$ cat config.mk
export PLATFORM = sky130hd
export DESIGN_NAME = ntt_ctrl_top
export DESIGN_NICKNAME = d
export VERILOG_FILES = /design/src/hdl/ntt_ctrl_pkg.sv /design/src/hdl/ntt_load_unpacker.sv /design/src/hdl/ntt_phase_sequencer.sv /design/src/hdl/ntt_ctrl_top.sv
export VERILOG_INCLUDE_DIRS = /design/src /design/src/hdl
export SDC_FILE = /design/constraint.sdc
export NUM_CORES = 1
export LEC_CHECK = 0
export CAP_MARGIN = 40
export CORE_AREA = 5 5 92 94
export DETAILED_ROUTE_END_ITERATION = 16
export DIE_AREA = 0 0 97 99
export DONT_BUFFER_PORTS = 1
export PLACE_DENSITY = 0.76
export REMOVE_ABC_BUFFERS = 1
export SLEW_MARGIN = 25
export SYNTH_ARGS = -nofsm -noshare
export SYNTH_HDL_FRONTEND = slang
export SYNTH_SLANG_ARGS = --single-unit
$ cat constraint.sdc
create_clock -name clk_i -period 2 [get_ports clk_i]
set_input_delay 0.4 -clock clk_i [delete_from_list [all_inputs] [get_ports clk_i]]
set_output_delay 0.4 -clock clk_i [all_outputs]
set_load 0.1 [all_outputs]
$ cat src/hdl/ntt_ctrl_params.svh
/*
 * NTT controller memory map and timing constants.
 * Coefficient, word and BRAM geometry for the load phase,
 * plus decode, execute and butterfly latencies.
 */
`ifndef NTT_CTRL_PARAMS_SVH
`define NTT_CTRL_PARAMS_SVH

// Coefficient and input word geometry
`define NTT_COEFF_W          12   // Bits per coefficient
`define NTT_COEFFS_PER_WORD  16   // Coefficients in one input word
`define NTT_WORD_W           192  // Input word width
`define NTT_PAIRS_PER_WORD   8    // Even/odd pairs per word

// BRAM layout
`define NTT_ADDR_W           5    // 32 entries per BRAM
`define NTT_NUM_BRAM         8    // Also the write enable width
`define NTT_WORDS_PER_BRAM   2    // Two words fill one BRAM

// Phase timing in clock cycles
`define NTT_DECO_LATE        2    // Decode strobe length
`define NTT_EXEC_CYCLES      120  // Execute window length
`define NTT_BU_LATE          7    // Butterfly latency between write-backs

`endif

$ cat src/hdl/ntt_ctrl_pkg.sv
/*
 * NTT controller types.
 * Coefficient, BRAM address and write enable types, the phase
 * encoding, and the input word seen as raw bits or as coefficients.
 */
`default_nettype none

`include "ntt_ctrl_params.svh"

package ntt_ctrl_pkg;

    // One coefficient as stored in a BRAM entry
    typedef logic [`NTT_COEFF_W-1:0]  coeff_t;

    typedef logic [`NTT_ADDR_W-1:0]   bram_addr_t;   // Address inside one BRAM
    typedef logic [`NTT_NUM_BRAM-1:0] bram_we_t;     // One-hot, bit b selects BRAM b

    // Controller phases, in run order
    typedef enum logic [2:0] {
        PH_IDLE   = 3'd0,
        PH_LOAD   = 3'd1,
        PH_DECODE = 3'd2,
        PH_EXEC   = 3'd3,
        PH_DONE   = 3'd4
    } phase_t;

    // Input word, flat or split into coefficients
    // Coefficient 0 sits in the top 12 bits
    typedef union packed {
        logic [`NTT_WORD_W-1:0]                bits;
        coeff_t [0:`NTT_COEFFS_PER_WORD-1]     coeffs;
    } coeff_word_u;

endpackage

`default_nettype wire

$ cat src/hdl/ntt_load_unpacker.sv
/*
 * NTT load unpacker.
 * Splits each accepted input beat into one even/odd coefficient
 * pair, builds the two BRAM addresses and the one-hot write
 * enable, and flags the last beat of the load.
 */
`timescale 1ns/1ps
`default_nettype none

`include "ntt_ctrl_params.svh"

module ntt_load_unpacker (
    input  wire logic                      clk_i,
    input  wire logic                      rst_i,
    input  wire logic                      load_en,      // Phase is load
    input  wire logic                      valid_input,
    input  wire ntt_ctrl_pkg::coeff_word_u din,
    output logic                           load_last,    // Beat writing the final pair
    output ntt_ctrl_pkg::coeff_t           din_load_a,
    output ntt_ctrl_pkg::coeff_t           din_load_b,
    output ntt_ctrl_pkg::bram_addr_t       addr_load_a,
    output ntt_ctrl_pkg::bram_addr_t       addr_load_b,
    output ntt_ctrl_pkg::bram_we_t         we
);

    localparam int PAIR_W = $clog2(`NTT_PAIRS_PER_WORD);
    localparam int WORD_W = ($clog2(`NTT_WORDS_PER_BRAM) > 0) ? $clog2(`NTT_WORDS_PER_BRAM) : 1;
    localparam int BRAM_W = $clog2(`NTT_NUM_BRAM);

    localparam logic [PAIR_W-1:0] PAIR_LAST = PAIR_W'(`NTT_PAIRS_PER_WORD - 1);
    localparam logic [WORD_W-1:0] WORD_LAST = WORD_W'(`NTT_WORDS_PER_BRAM - 1);
    localparam logic [BRAM_W-1:0] BRAM_LAST = BRAM_W'(`NTT_NUM_BRAM - 1);

    logic [PAIR_W-1:0] pair_cnt;   // Pair within the current word
    logic [WORD_W-1:0] word_cnt;   // Word within the current BRAM
    logic [BRAM_W-1:0] bram_cnt;   // BRAM being filled
    logic              accept;

    // Only the load phase takes beats and nothing stalls the source
    assign accept = load_en & valid_input;

    assign load_last = accept
                     & (pair_cnt == PAIR_LAST)
                     & (word_cnt == WORD_LAST)
                     & (bram_cnt == BRAM_LAST);

    // Pair, word and BRAM counters nest like an odometer
    always_ff @(posedge clk_i) begin
        if (rst_i) begin
            pair_cnt <= '0;
            word_cnt <= '0;
            bram_cnt <= '0;
        end else if (accept) begin
            if (pair_cnt == PAIR_LAST) begin
                pair_cnt <= '0;
                if (word_cnt == WORD_LAST) begin
                    word_cnt <= '0;
                    // Wraps to zero after BRAM 7 for the next run
                    bram_cnt <= bram_cnt + 1'b1;
                end else begin
                    word_cnt <= word_cnt + 1'b1;
                end
            end else begin
                pair_cnt <= pair_cnt + 1'b1;
            end
        end
    end

    // Write port registers, one cycle behind the accepting edge
    always_ff @(posedge clk_i) begin
        if (rst_i) begin
            din_load_a  <= '0;
            din_load_b  <= '0;
            addr_load_a <= '0;
            addr_load_b <= '0;
            we          <= '0;
        end else if (accept) begin
            din_load_a  <= din.coeffs[{pair_cnt, 1'b0}];   // Coefficient 2p
            din_load_b  <= din.coeffs[{pair_cnt, 1'b1}];   // Coefficient 2p+1
            // Address is w*16 + 2p on port A, next entry on port B
            addr_load_a <= ntt_ctrl_pkg::bram_addr_t'({word_cnt, pair_cnt, 1'b0});
            addr_load_b <= ntt_ctrl_pkg::bram_addr_t'({word_cnt, pair_cnt, 1'b1});
            we          <= ntt_ctrl_pkg::bram_we_t'(1) << bram_cnt;
        end else begin
            we          <= '0;   // Data and addresses keep their last value
        end
    end

    // At most one BRAM written per cycle
    a_we_onehot0 : assert property (@(posedge clk_i) disable iff (rst_i)
        $onehot0(we))
        else $error("we is not zero or one-hot");

    // A gap on the input leaves the ports quiet next cycle
    a_we_idle : assert property (@(posedge clk_i) disable iff (rst_i)
        !accept |=> (we == '0))
        else $error("we set without an accepted beat");

endmodule

`default_nettype wire

$ cat src/hdl/ntt_phase_sequencer.sv
/*
 * NTT phase sequencer.
 * Steps idle, load, decode, execute and done. Latches the mode at
 * start and shows it per phase, times the decode strobe and the
 * execute window, and pulses write-back once per butterfly latency.
 */
`timescale 1ns/1ps
`default_nettype none

`include "ntt_ctrl_params.svh"

module ntt_phase_sequencer (
    input  wire logic clk_i,
    input  wire logic rst_i,
    input  wire logic start,          // One-cycle request, honoured in idle only
    input  wire logic ntt_mode,       // 1 for NTT, 0 for inverse
    input  wire logic load_last,      // From the unpacker
    output logic      load_en,
    output logic      is_ntt_load,
    output logic      start_decode,
    output logic      is_ntt_decode,
    output logic      start_bram_exec,
    output logic      is_ntt_exec,
    output logic      start_bram_write,
    output logic      done_all
);

    localparam int DECO_CNT_W = $clog2(`NTT_DECO_LATE + 1);
    localparam int EXEC_CNT_W = $clog2(`NTT_EXEC_CYCLES + 1);
    localparam int BU_CNT_W   = $clog2(`NTT_BU_LATE + 1);

    localparam logic [DECO_CNT_W-1:0] DECO_LAST = DECO_CNT_W'(`NTT_DECO_LATE - 1);
    localparam logic [EXEC_CNT_W-1:0] EXEC_LAST = EXEC_CNT_W'(`NTT_EXEC_CYCLES - 1);
    localparam logic [BU_CNT_W-1:0]   BU_LAST   = BU_CNT_W'(`NTT_BU_LATE - 1);
    // Pulse is registered, so it is armed one count early
    localparam logic [BU_CNT_W-1:0]   BU_ARM    = BU_CNT_W'(`NTT_BU_LATE - 2);

    ntt_ctrl_pkg::phase_t  phase;
    logic                  mode_q;      // Mode captured at start
    logic [DECO_CNT_W-1:0] deco_cnt;
    logic [EXEC_CNT_W-1:0] exec_cnt;    // Execute cycle index
    logic [BU_CNT_W-1:0]   bu_cnt;      // Execute index modulo butterfly latency

    always_ff @(posedge clk_i) begin
        if (rst_i) begin
            phase            <= ntt_ctrl_pkg::PH_IDLE;
            mode_q           <= 1'b0;
            deco_cnt         <= '0;
            exec_cnt         <= '0;
            bu_cnt           <= '0;
            load_en          <= 1'b0;
            is_ntt_load      <= 1'b0;
            start_decode     <= 1'b0;
            is_ntt_decode    <= 1'b0;
            start_bram_exec  <= 1'b0;
            is_ntt_exec      <= 1'b0;
            start_bram_write <= 1'b0;
            done_all         <= 1'b0;
        end else begin
            case (phase)
                ntt_ctrl_pkg::PH_IDLE: begin
                    if (start) begin
                        phase       <= ntt_ctrl_pkg::PH_LOAD;
                        mode_q      <= ntt_mode;
                        load_en     <= 1'b1;
                        is_ntt_load <= ntt_mode;
                    end
                end

                ntt_ctrl_pkg::PH_LOAD: begin
                    // Unpacker owns acceptance, only its last beat matters here
                    if (load_last) begin
                        phase         <= ntt_ctrl_pkg::PH_DECODE;
                        load_en       <= 1'b0;
                        is_ntt_load   <= 1'b0;
                        start_decode  <= 1'b1;
                        is_ntt_decode <= mode_q;
                        deco_cnt      <= '0;
                    end
                end

                ntt_ctrl_pkg::PH_DECODE: begin
                    if (deco_cnt == DECO_LAST) begin
                        phase           <= ntt_ctrl_pkg::PH_EXEC;
                        start_decode    <= 1'b0;
                        is_ntt_decode   <= 1'b0;
                        start_bram_exec <= 1'b1;
                        is_ntt_exec     <= mode_q;
                        exec_cnt        <= '0;
                        bu_cnt          <= '0;
                    end else begin
                        deco_cnt <= deco_cnt + 1'b1;
                    end
                end

                ntt_ctrl_pkg::PH_EXEC: begin
                    if (exec_cnt == EXEC_LAST) begin
                        phase            <= ntt_ctrl_pkg::PH_DONE;
                        start_bram_exec  <= 1'b0;
                        is_ntt_exec      <= 1'b0;
                        start_bram_write <= 1'b0;
                        done_all         <= 1'b1;
                    end else begin
                        exec_cnt         <= exec_cnt + 1'b1;
                        bu_cnt           <= (bu_cnt == BU_LAST) ? '0 : bu_cnt + 1'b1;
                        // High in the cycle whose index mod 7 is 6
                        start_bram_write <= (bu_cnt == BU_ARM);
                    end
                end

                ntt_ctrl_pkg::PH_DONE: begin
                    done_all <= 1'b0;   // Single-cycle pulse
                    phase    <= ntt_ctrl_pkg::PH_IDLE;
                end

                default: phase <= ntt_ctrl_pkg::PH_IDLE;
            endcase
        end
    end

    // Done never stretches into a second cycle
    a_done_single : assert property (@(posedge clk_i) disable iff (rst_i)
        done_all |=> !done_all)
        else $error("done_all high on two cycles in a row");

    // Write-back pulses stay inside the execute window
    a_write_in_exec : assert property (@(posedge clk_i) disable iff (rst_i)
        start_bram_write |-> start_bram_exec)
        else $error("start_bram_write outside the execute window");

endmodule

`default_nettype wire

$ cat src/hdl/ntt_ctrl_top.sv
/*
 * NTT controller top.
 * Joins the load unpacker and the phase sequencer. The sequencer's
 * load enable doubles as the external busy flag.
 */
`timescale 1ns/1ps
`default_nettype none

module ntt_ctrl_top (
    input  wire logic                      clk_i,
    input  wire logic                      rst_i,
    input  wire logic                      start,
    input  wire logic                      ntt_mode,
    input  wire logic                      valid_input,
    input  wire ntt_ctrl_pkg::coeff_word_u din,
    // BRAM write ports
    output ntt_ctrl_pkg::coeff_t           din_load_a,
    output ntt_ctrl_pkg::coeff_t           din_load_b,
    output ntt_ctrl_pkg::bram_addr_t       addr_load_a,
    output ntt_ctrl_pkg::bram_addr_t       addr_load_b,
    output ntt_ctrl_pkg::bram_we_t         we,
    // Phase strobes and mode copies
    output logic                           load_busy,
    output logic                           is_ntt_load,
    output logic                           start_decode,
    output logic                           is_ntt_decode,
    output logic                           start_bram_exec,
    output logic                           is_ntt_exec,
    output logic                           start_bram_write,
    output logic                           done_all
);

    logic load_en;     // High for the whole load phase
    logic load_last;   // Final pair of BRAM 7 accepted

    assign load_busy = load_en;

    // Coefficient pairs into the eight BRAMs
    ntt_load_unpacker ntt_load_unpacker_inst (
        .clk_i       (clk_i),
        .rst_i       (rst_i),
        .load_en     (load_en),
        .valid_input (valid_input),
        .din         (din),
        .load_last   (load_last),
        .din_load_a  (din_load_a),
        .din_load_b  (din_load_b),
        .addr_load_a (addr_load_a),
        .addr_load_b (addr_load_b),
        .we          (we)
    );

    // Run control from start to done
    ntt_phase_sequencer ntt_phase_sequencer_inst (
        .clk_i            (clk_i),
        .rst_i            (rst_i),
        .start            (start),
        .ntt_mode         (ntt_mode),
        .load_last        (load_last),
        .load_en          (load_en),
        .is_ntt_load      (is_ntt_load),
        .start_decode     (start_decode),
        .is_ntt_decode    (is_ntt_decode),
        .start_bram_exec  (start_bram_exec),
        .is_ntt_exec      (is_ntt_exec),
        .start_bram_write (start_bram_write),
        .done_all         (done_all)
    );

endmodule

`default_nettype wire

# Word-level counts from Yosys, hierarchy flattened
# Cells that the tools add are included.
dict set report op_classes {
  n_mux 41
  n_eq_ne 16
  bitwise 7
  shifts 1
  n_mul 0
  add_sub_neg 6
  n_lt_le_gt_ge 2
  n_div 0
  reduce_logical 16
}
# op n
set ops {}
lappend ops {{$bmux 12 s4} 2}
lappend ops {{$mux 12} 4}
lappend ops {{$mux 3} 8}
lappend ops {{$reduce_and 3->1} 6}
lappend ops {{$eq 3x3->1 const B} 5}
lappend ops {{$mux 7} 2}
lappend ops {{$pmux 1 s2} 7}
lappend ops {{$pmux 7 s2} 1}
lappend ops {{$mux 1} 12}
lappend ops {{$pmux 3 s4} 1}
lappend ops {{$ge 5x5->1 const B} 2}
lappend ops {{$not 4->5} 2}
lappend ops {{$add 3x1->3 const B} 3}
lappend ops {{$ne 2x2->1 const B} 4}
lappend ops {{$reduce_bool 2->1} 4}
lappend ops {{$shl 1x3->8 const A} 1}
lappend ops {{$add 7x1->7 const B} 1}
lappend ops {{$eq 7x7->1 const B} 1}
lappend ops {{$eq 3x2->1 const B} 2}
lappend ops {{$pmux 3 s2} 1}
lappend ops {{$reduce_and 2->1} 3}
lappend ops {{$and 1x1->1} 4}
lappend ops {{$mux 2} 2}
lappend ops {{$ne 2x1->1 const B} 2}
lappend ops {{9 further kinds} 9}
dict set report word_totals {
  ramBits 0
  in_bits 197
  memories 0
  romBits 0
  latchBits 0
  regBits 72
}

# Depth between registers and ports, before layout
# Gate-level depths: netlist of run 1.
dict set report logic_depth {
  ltp_word 6
  depth_mapped 7
  mapped_depth_nobuf 6
}

# Modules after synthesis
# Synthesis of run 1 repeated with hierarchy kept, for this count alone.
dict set report hier_totals {
  hier_cells 495
  hier_area_um2 4372.9
}
# module cells_each area_each_um2 n_inst
set by_module_without_submodules {}
lappend by_module_without_submodules {ntt_load_unpacker 359 3194.3 1}
lappend by_module_without_submodules {ntt_phase_sequencer 136 1178.6 1}

# Worst setup path after synthesis of run 1
# Ideal clock, no wire load.
dict set report synth_path {
  path_kind {register -> register}
  start {reg ntt_phase_sequencer_inst.load_en}
  end {reg ntt_phase_sequencer_inst.deco_cnt[1]}
  arrival_time_ns 2.109
  required_ns 1.871
  path_stages_with_launch 6
  period_less_slack_ns 2.238
  slack_ns -0.238
  path_buffers 1
  path_cell_list {dfxtp_1 > nand4_4 > or4_1 > buf_2 > a21oi_2 > o31ai_1}
}
dict set report synth_via {
  elab_chain_cells 6
}
# item line_no
set synth_lines {}
lappend synth_lines {{from (decl)} ntt_phase_sequencer.sv:18} ;# output logic load_en,
lappend synth_lines {{from (signal assigned)} ntt_phase_sequencer.sv:51} ;# load_en <= 1'b0;
lappend synth_lines {{from (signal assigned)} ntt_phase_sequencer.sv:65} ;# load_en <= 1'b1;
lappend synth_lines {{from (signal assigned)} ntt_phase_sequencer.sv:74} ;# load_en <= 1'b0;
lappend synth_lines {{$and 1x1->1} ntt_load_unpacker.sv:40} ;# assign accept = load_en & valid_input;
lappend synth_lines {{$and 1x1->1} ntt_load_unpacker.sv:43} ;# & (pair_cnt == PAIR_LAST)
lappend synth_lines {{$and 1x1->1} ntt_load_unpacker.sv:44} ;# & (word_cnt == WORD_LAST)
lappend synth_lines {{$and 1x1->1} ntt_load_unpacker.sv:45} ;# & (bram_cnt == BRAM_LAST);
lappend synth_lines {{$ne 2x2->1 (no line)} --}
lappend synth_lines {{$reduce_and 3->1 (no line)} --}
lappend synth_lines {{to (signal assigned)} ntt_phase_sequencer.sv:92} ;# deco_cnt <= deco_cnt + 1'b1;
lappend synth_lines {{to (decl)} ntt_phase_sequencer.sv:40} ;# logic [DECO_CNT_W-1:0] deco_cnt;
# No other way between the ends.
# A chain may end at the register's enable or synchronous reset.

# Worst setup path after layout of run 1
dict set report layout_path {
  start {reg ntt_load_unpacker_inst.pair_cnt[0]}
  end {reg ntt_phase_sequencer_inst.deco_cnt[1]}
}
dict set report layout_via {
  elab_chain_cells 6
}
# item line_no
set layout_lines {}
lappend layout_lines {{from (decl)} ntt_load_unpacker.sv:34} ;# logic [PAIR_W-1:0] pair_cnt;
lappend layout_lines {{from (signal assigned)} ntt_load_unpacker.sv:64} ;# pair_cnt <= pair_cnt + 1'b1;
lappend layout_lines {{$eq 3x3->1} ntt_load_unpacker.sv:43}
lappend layout_lines {{$and 1x1->1} ntt_load_unpacker.sv:43}
lappend layout_lines {{$and 1x1->1} ntt_load_unpacker.sv:44}
lappend layout_lines {{$and 1x1->1} ntt_load_unpacker.sv:45}
lappend layout_lines {{$ne 2x2->1 (no line)} --}
lappend layout_lines {{$reduce_and 3->1 (no line)} --}
# No other way between the ends.

==> metrics.cfg, run 1 <==
[pwr]
p_switching_mw = 1.271
max-vdd-ir-drop_uv = 305.4
power.share.clock = 0.342
pwr-share-seq = 0.398
power.density_nw_per_um2 = 811.0
p_sw_frac = 0.3410
combinationalPowerShare = 0.260
power_mw = 3.729
leakage_nw = 1.632
p_int_mw = 2.457

[global_route]
gr-total-overflow = 0
use_met1 = 0.2980
grt_use_met3 = 0.07785
top_usage_layer = met2
grt_max_degree = 65
grt_pass1_wl_mm = 18.57
grt_use_met2 = 0.4246
grt_pass1_vias = 3314
grt_usage = 0.2485
antenna_found_initial = 1

[timing]
setup_viol_count_final = 0
relSlewSlack = 0.5756
fin_skew_ns = 0.009548
grt_setup_unrepaired = false
fin_crit_sh = 0.9356
fmax_ghz = 0.5344
worstMarginPinSlew_ns = 0.6324
final_max_slew_viol_count = 0
hold_violations = 0
setup_tns_ns = 0
period_minus_slack_ns = 1.871

[cts]
cts_buffers = 9
htree_levels = 3
postCtsResizedCells = 0
clk_path_buf_depth = 2
root_buffer = clkbuf_8
hold_buffers = 0
clkSinkCount = 68
clock_latency_ns = 0.35
clk_pin_slew_ns = 0.07
cts_setup_buffers = 0
cts_tree = done

[setup_path]
r2r_setup_slack_ns = 0.13
ff2ff_path_depth = 6
end_kind = register
cp-start-kind = register
critPathKind = reg2reg
worstPathMaxFanout = 6
timing.rr.end = ntt_phase_sequencer_inst.deco_cnt[1]$_SDFFE_PP0P_
required_ns = 2.23
arrival_ns = 2.10
crit-reg2reg-launch = ntt_load_unpacker_inst.pair_cnt[0]$_SDFFE_PP0N_

[routing]
drt.antenna.violating_nets = 0
wl_mm = 12.40
vias = 3371
viasPerCell = 6.421
drc = 0
routedWlPerCell_um = 23.62
drtIter0Drc = 226
firstDrtPassIters = 5

[run_status]
status = completed

[final_layout]
n_fill_cell = 630
antenna_cells = 0
drive_above_1_share = 0.3073
utilization = 0.6076
fin_area_um2 = 4598
syn2layout_area_growth_pct = 15.24
layout.nets = 624

[placed_design]
routabilityCongestion = 0.9022
placed_area_um2 = 4368
dp.final_hpwl_mm = 9.863
portBuffers = 0

[run]
maxCapViolCount = 0

[die]
die_h_um = 99
die_x_um = 97
ioPinCount = 247
core_area_um2 = 7567
core.rowCount = 32
die-area_um2 = 9603
start_util = 0.5273

[logic_synthesis]
synth.cells.most_frequent = dfxtp_1 (68), mux4_2 (48), nor2_1 (41), nor3_1 (31), nand2_1 (26)
ys.flop_type = dfxtp_1
avgSynthCellArea_um2 = 10.20
ys_ff_latch = 68
ys_types = 44
yosysMostFrequentCell = dfxtp_1
synth_top_area_cell = dfxtp_1
yosys_warnings = 0
async_flop_share = 0
synth.area.top_cells = dfxtp_1 (34%), mux4_2 (27%), nor3_1 (3.9%), nor2_1 (3.9%), o22ai_1 (3.8%)
yosysSeqAreaShare = 0.3412
synth_edf_count = 0
synthCells = 391
netlist.area_leader.share = 0.3412
netlist_area_um2 = 3990

[min_path]
hp-start = rst_i
hold_path_depth = 1
min_to = ntt_phase_sequencer_inst.bu_cnt[0]$_SDFFE_PP0P_
hold_path_class = in2reg

layout by cell type, fill, tap and decap left out, types with 2 or more instances in the layout:
cell type | synthesis | layout
mux4_2 | 48 | 48
nor2b_1 | 2 | 2
a21oi_1 | 21 | 21
mux2i_1 | 4 | 4
inv_1 | 6 | 6
and2_1 | 9 | 9
buf_12 | 0 | 2
nand4_1 | 2 | 2
o21ai_0 | 8 | 8
xnor2_1 | 2 | 2
ha_1 | 9 | 9
o311ai_0 | 2 | 2
a21oi_2 | 2 | 2
or3_1 | 2 | 2
dfxtp_2 | 0 | 5
o21ai_1 | 2 | 2
bufinv_16 | 0 | 2
nor2_1 | 41 | 41
nand3_1 | 9 | 9
o31a_1 | 2 | 2
o22ai_1 | 24 | 24
clkbuf_8 | 0 | 9
nor4_1 | 4 | 4
nand3b_1 | 4 | 4
nor3_1 | 31 | 31
and3_1 | 3 | 3
clkinvlp_4 | 0 | 2
buf_4 | 9 | 51
or4_1 | 4 | 3
nand2_1 | 26 | 26
nand2b_1 | 3 | 3
a31oi_1 | 2 | 2
dfxtp_1 | 68 | 62
cells by family after synthesis:
group,share of synthesized area
buf+inv,0.05330
fa+ha+maj,0.02822
simple gates,0.1841
mux,0.2810
xor+xnor,0.006586
flops,0.3412
compound gates,0.1047
other cells,0.0009398
final cells by class:
type,instances,area (µm²),share of cell area
multi-input cells,279,2420,0.5263
flip-flops and latches,68,1371,0.2982
well taps,102,127.6,0.02776
clock inverters,7,98.84,0.02150
repair buffers,54,434.2,0.09442
clock buffers,9,123.9,0.02694
inverters,6,22.52,0.004898
per-layer routing:
metal	vias up	part of all wire
met3	22	0.093
li1	1534	-
met4	2	0.019
met5	-	0.0012
met1	1600	0.37
met2	213	0.52
stage by stage:
stage / std cells / setup slack [ns] / hold WS, ns
6_report: 525 / 0.1288 / 0.1177
2_1_floorplan: 353 / -1.896 / 0.4384
4_1_cts: 525 / 0.02921 / 0.1009
3_5_place_dp: 509 / 0.05826 / 0.4421
3_3_place_gp: 509 / 0.1235 / 0.4431
5_1_grt: 525 / 0.02644 / 0.1018
sequential cells by signal, indices dropped and copies added (netlist names), 4 cells and up:
register,flops
ntt_phase_sequencer_inst.exec_cnt,7
ntt_load_unpacker_inst.din_load_a,12
ntt_load_unpacker_inst.din_load_b,12
ntt_load_unpacker_inst.addr_load_b,4
ntt_load_unpacker_inst.we,8
critical path, stage by stage (launching register included):
cell	delay, ns
dfxtp_4	0.36
ha_1	0.15
ha_1	0.24
nand4_4	0.16
or4_4	0.57
a21oi_2	0.17
o31ai_1	0.09
power groups by stage:
stage	registers (mW)	clock network [mW]	logic (mW)
6_report	1.48	1.28	0.969
5_1_grt	1.49	1.36	1.03
4_1_cts	1.48	1.29	0.970
3_5_place_dp	1.51	0	0.965
3_3_place_gp	1.51	0	0.952
2_1_floorplan	1.91	0	0.391
worst max-delay path by stage:
stage          cells after the start                                       startpoint                                                end
2_1_floorplan                      6  ntt_load_unpacker_inst.pair_cnt[0]$_SDFFE_PP0N_  ntt_phase_sequencer_inst.deco_cnt[0]$_SDFFE_PP0P_
3_3_place_gp                       6  ntt_load_unpacker_inst.pair_cnt[0]$_SDFFE_PP0N_  ntt_phase_sequencer_inst.deco_cnt[0]$_SDFFE_PP0P_
5_1_grt                            6  ntt_load_unpacker_inst.pair_cnt[0]$_SDFFE_PP0N_  ntt_phase_sequencer_inst.deco_cnt[1]$_SDFFE_PP0P_
6_report                           6  ntt_load_unpacker_inst.pair_cnt[0]$_SDFFE_PP0N_  ntt_phase_sequencer_inst.deco_cnt[1]$_SDFFE_PP0P_
3_5_place_dp                       6  ntt_load_unpacker_inst.pair_cnt[0]$_SDFFE_PP0N_  ntt_phase_sequencer_inst.deco_cnt[1]$_SDFFE_PP0P_
4_1_cts                            6  ntt_load_unpacker_inst.pair_cnt[0]$_SDFFE_PP0N_  ntt_phase_sequencer_inst.deco_cnt[1]$_SDFFE_PP0P_
No activity file was read; power rests on OpenSTA's default activity.
==> run 2, diff against run 1 <==
==> constraint.sdc (replaced) <==
create_clock -name clk_i -period 1.8 [get_ports clk_i]
set_input_delay 0.36 -clock clk_i [delete_from_list [all_inputs] [get_ports clk_i]]
set_output_delay 0.36 -clock clk_i [all_outputs]
set_load 0.1 [all_outputs]
==> run 2 against run 1 <==
  * Fmax increased by 7.9%
  * Critical endpoint is now ntt_phase_sequencer_inst.deco_cnt[0]$_SDFFE_PP0P_
  * Core utilization increased by 1.1 points
  * Die area unchanged
  * Critical path depth unchanged
==> metrics.cfg, run 2 (synthesis gave the netlist of run 1 again) <==
[run_status]
status = completed  ; unchanged

[cts]
htree_levels = 3  ; unchanged
root_buffer = clkbuf_8  ; unchanged
clk_pin_slew_ns = 0.07  ; about the same
clkSinkCount = 68  ; unchanged
hold_buffers = 0  ; unchanged
cts_buffers = 9  ; unchanged
clk_path_buf_depth = 2  ; unchanged
cts_setup_buffers = 0  ; unchanged
clock_latency_ns = 0.35  ; about the same
cts_tree = done  ; unchanged

[setup_path]
max_stage_delay_ns = 0.56  ; was 0.57 ns
critPathKind = reg2reg  ; unchanged
end_kind = register  ; unchanged
path_cells = ha_1 -> ha_1 -> nand4_4 -> or4_4 -> a21oi_2 -> o21ai_1  ; was ha_1 -> ha_1 -> nand4_4 -> or4_4 -> a21oi_2 -> o31ai_1
cp_slowest_cell = or4_4  ; unchanged
cpMostUsedCell = ha_1  ; unchanged
cp-start-kind = register  ; unchanged
arrival_ns = 1.97  ; was 2.10 ns
worstPathMaxFanout = 6  ; unchanged
required_ns = 2.03  ; was 2.23 ns

[final_layout]
syn2layout_area_growth_pct = 17.28  ; was 15.24%
drive_above_1_share = 0.3218  ; was 0.3073
n_fill_cell = 620  ; was 630
top_regs = ntt_load_unpacker_inst.din_load_a: 12 flops, ntt_load_unpacker_inst.din_load_b: 12 flops, ntt_load_unpacker_inst.we: 8 flops  ; unchanged
antenna_cells = 0  ; unchanged
layout_commonest_cell = dfxtp_1  ; unchanged
ff_latch_area_um2 = 1371  ; unchanged
multiInputGateArea_um2 = 2420  ; unchanged
layout.nets = 633  ; was 624
most-common-layout-cells = dfxtp_1 (62), buf_4 (57), mux4_2 (48)  ; was dfxtp_1 (62), buf_4 (51), mux4_2 (48)

[global_route]
grt_max_degree = 65  ; unchanged
grt_usage = 0.2535  ; was 0.2485
top_usage_layer = met2  ; unchanged
grt_use_met3 = 0.09413  ; was 0.07785
grt_pass1_wl_mm = 19.01  ; was 18.57 mm
grt_use_met2 = 0.4156  ; was 0.4246
use_met1 = 0.3026  ; was 0.2980
gr-total-overflow = 0  ; unchanged
grt_pass1_vias = 3438  ; was 3314
antenna_found_initial = 0  ; was 1

[timing]
setup_viol_count_final = 0  ; unchanged
final_max_slew_viol_count = 0  ; unchanged
grt_setup_unrepaired = false  ; unchanged
relSlewSlack = 0.5823  ; was 0.5756
worstMarginPinSlew_ns = 0.6223  ; was 0.6324 ns
fin_skew_ns = 0.01173  ; was 0.009548 ns
fin_crit_sh = 0.9634  ; was 0.9356
fmax_ghz = 0.5767  ; was 0.5344 GHz
setup_tns_ns = 0  ; unchanged
hold_violations = 0  ; unchanged
period_minus_slack_ns = 1.734  ; was 1.871 ns

[routing]
firstDrtPassIters = 5  ; unchanged
routedWlPerCell_um = 23.40  ; was 23.62 µm
viasPerCell = 6.390  ; was 6.421
drtIter0Drc = 257  ; was 226
wl_mm = 12.49  ; was 12.40 mm
drt.antenna.violating_nets = 0  ; unchanged
drc = 0  ; unchanged
vias = 3412  ; was 3371

[placed_design]
routabilityCongestion = 0.9073  ; was 0.9022
dp.final_hpwl_mm = 10.02  ; was 9.863 mm
portBuffers = 0  ; unchanged

[die]
die_x_um = 97  ; unchanged
start_util = 0.5273  ; unchanged
die-area_um2 = 9603  ; unchanged
ioPinCount = 247  ; unchanged
die_h_um = 99  ; unchanged
core.rowCount = 32  ; unchanged
core_area_um2 = 7567  ; unchanged

[pwr]
max-vdd-ir-drop_uv = 442.7  ; was 305.4 µV
power_mw = 3.877  ; was 3.729 mW
leakage_nw = 1.680  ; was 1.632 nW
power.density_nw_per_um2 = 828.5  ; was 811.0 nW/µm²

[run]
maxCapViolCount = 0  ; unchanged

[min_path]
hold_path_class = in2reg  ; unchanged

-- run 2: cell types whose count changed in the layout (fill, tap and decap cells not counted), sizes merged --
cell	previous run	this run
clkbuf	9	11
bufinv	2	0
clkinv	1	5
inv	8	6
buf	54	62
clkinvlp	2	1
-- run 2: cell type report --
type,count,share of cell area
Clock buffer,10,0.02941
Clock inverter,6,0.008556
Inverter,6,0.004813
Multi-Input combinational cell,279,0.5171
Sequential cell,68,0.2930
Tap cell,102,0.02727
Timing Repair Buffer,63,0.1198
-- run 2: critical path, delay by kind of cell (launching register included) --
family / cells / cell delay (ns)
simple gates: 2 / 0.67
flops: 1 / 0.35
fa+ha+maj: 2 / 0.35
compound gates: 2 / 0.26
-- run 2: through the flow --
step           area, µm²  instances  utilization  setup slack (ns)  hold WS (ns)
2_1_floorplan       3800        353            -            -2.096        0.4279
3_3_place_gp        4466        517       0.5901           0.02150        0.4333
3_5_place_dp        4466        517       0.5901          -0.06096        0.4399
4_1_cts             4647        533       0.6141           0.05764       0.06526
5_1_grt             4679        534       0.6184          0.003004       0.05782
6_report            4679        534       0.6184           0.06591       0.08475
-- run 2: power breakdown --
group          switching, mW  leakage [nW]  internal, mW
registers             0.0587         0.555          1.58
clock network          0.576        0.0920         0.534
logic                  0.729          1.03         0.398
-- run 2: final timing paths --
path,slack (ns),to,from,cells after the start
max,0.07,ntt_phase_sequencer_inst.deco_cnt[0]$_SDFFE_PP0P_,ntt_load_unpacker_inst.pair_cnt[0]$_SDFFE_PP0N_,6
min,0.08,ntt_phase_sequencer_inst.start_bram_write$_SDFFE_PP0P_,rst_i,1
min reg2reg,0.47,ntt_phase_sequencer_inst.start_decode$_SDFFE_PP0P_,ntt_phase_sequencer_inst.start_decode$_SDFFE_PP0P_,2
max reg2reg,0.07,ntt_phase_sequencer_inst.deco_cnt[0]$_SDFFE_PP0P_,ntt_load_unpacker_inst.pair_cnt[0]$_SDFFE_PP0N_,6
-- run 2: routing by layer --
metal	vias to the layer above	routed length, µm	share of wire
met3	34	1195	0.096
li1	1555	-	-
met5	-	0	0
met2	207	6486	0.52
met4	0	374	0.030
met1	1616	4438	0.36
-- run 2: what timing repair did --
item                       4_1_cts  5_1_grt
resized for setup                1        1
pin swaps                        0        0
setup endpoints to repair        3        1
cloned                           0        1
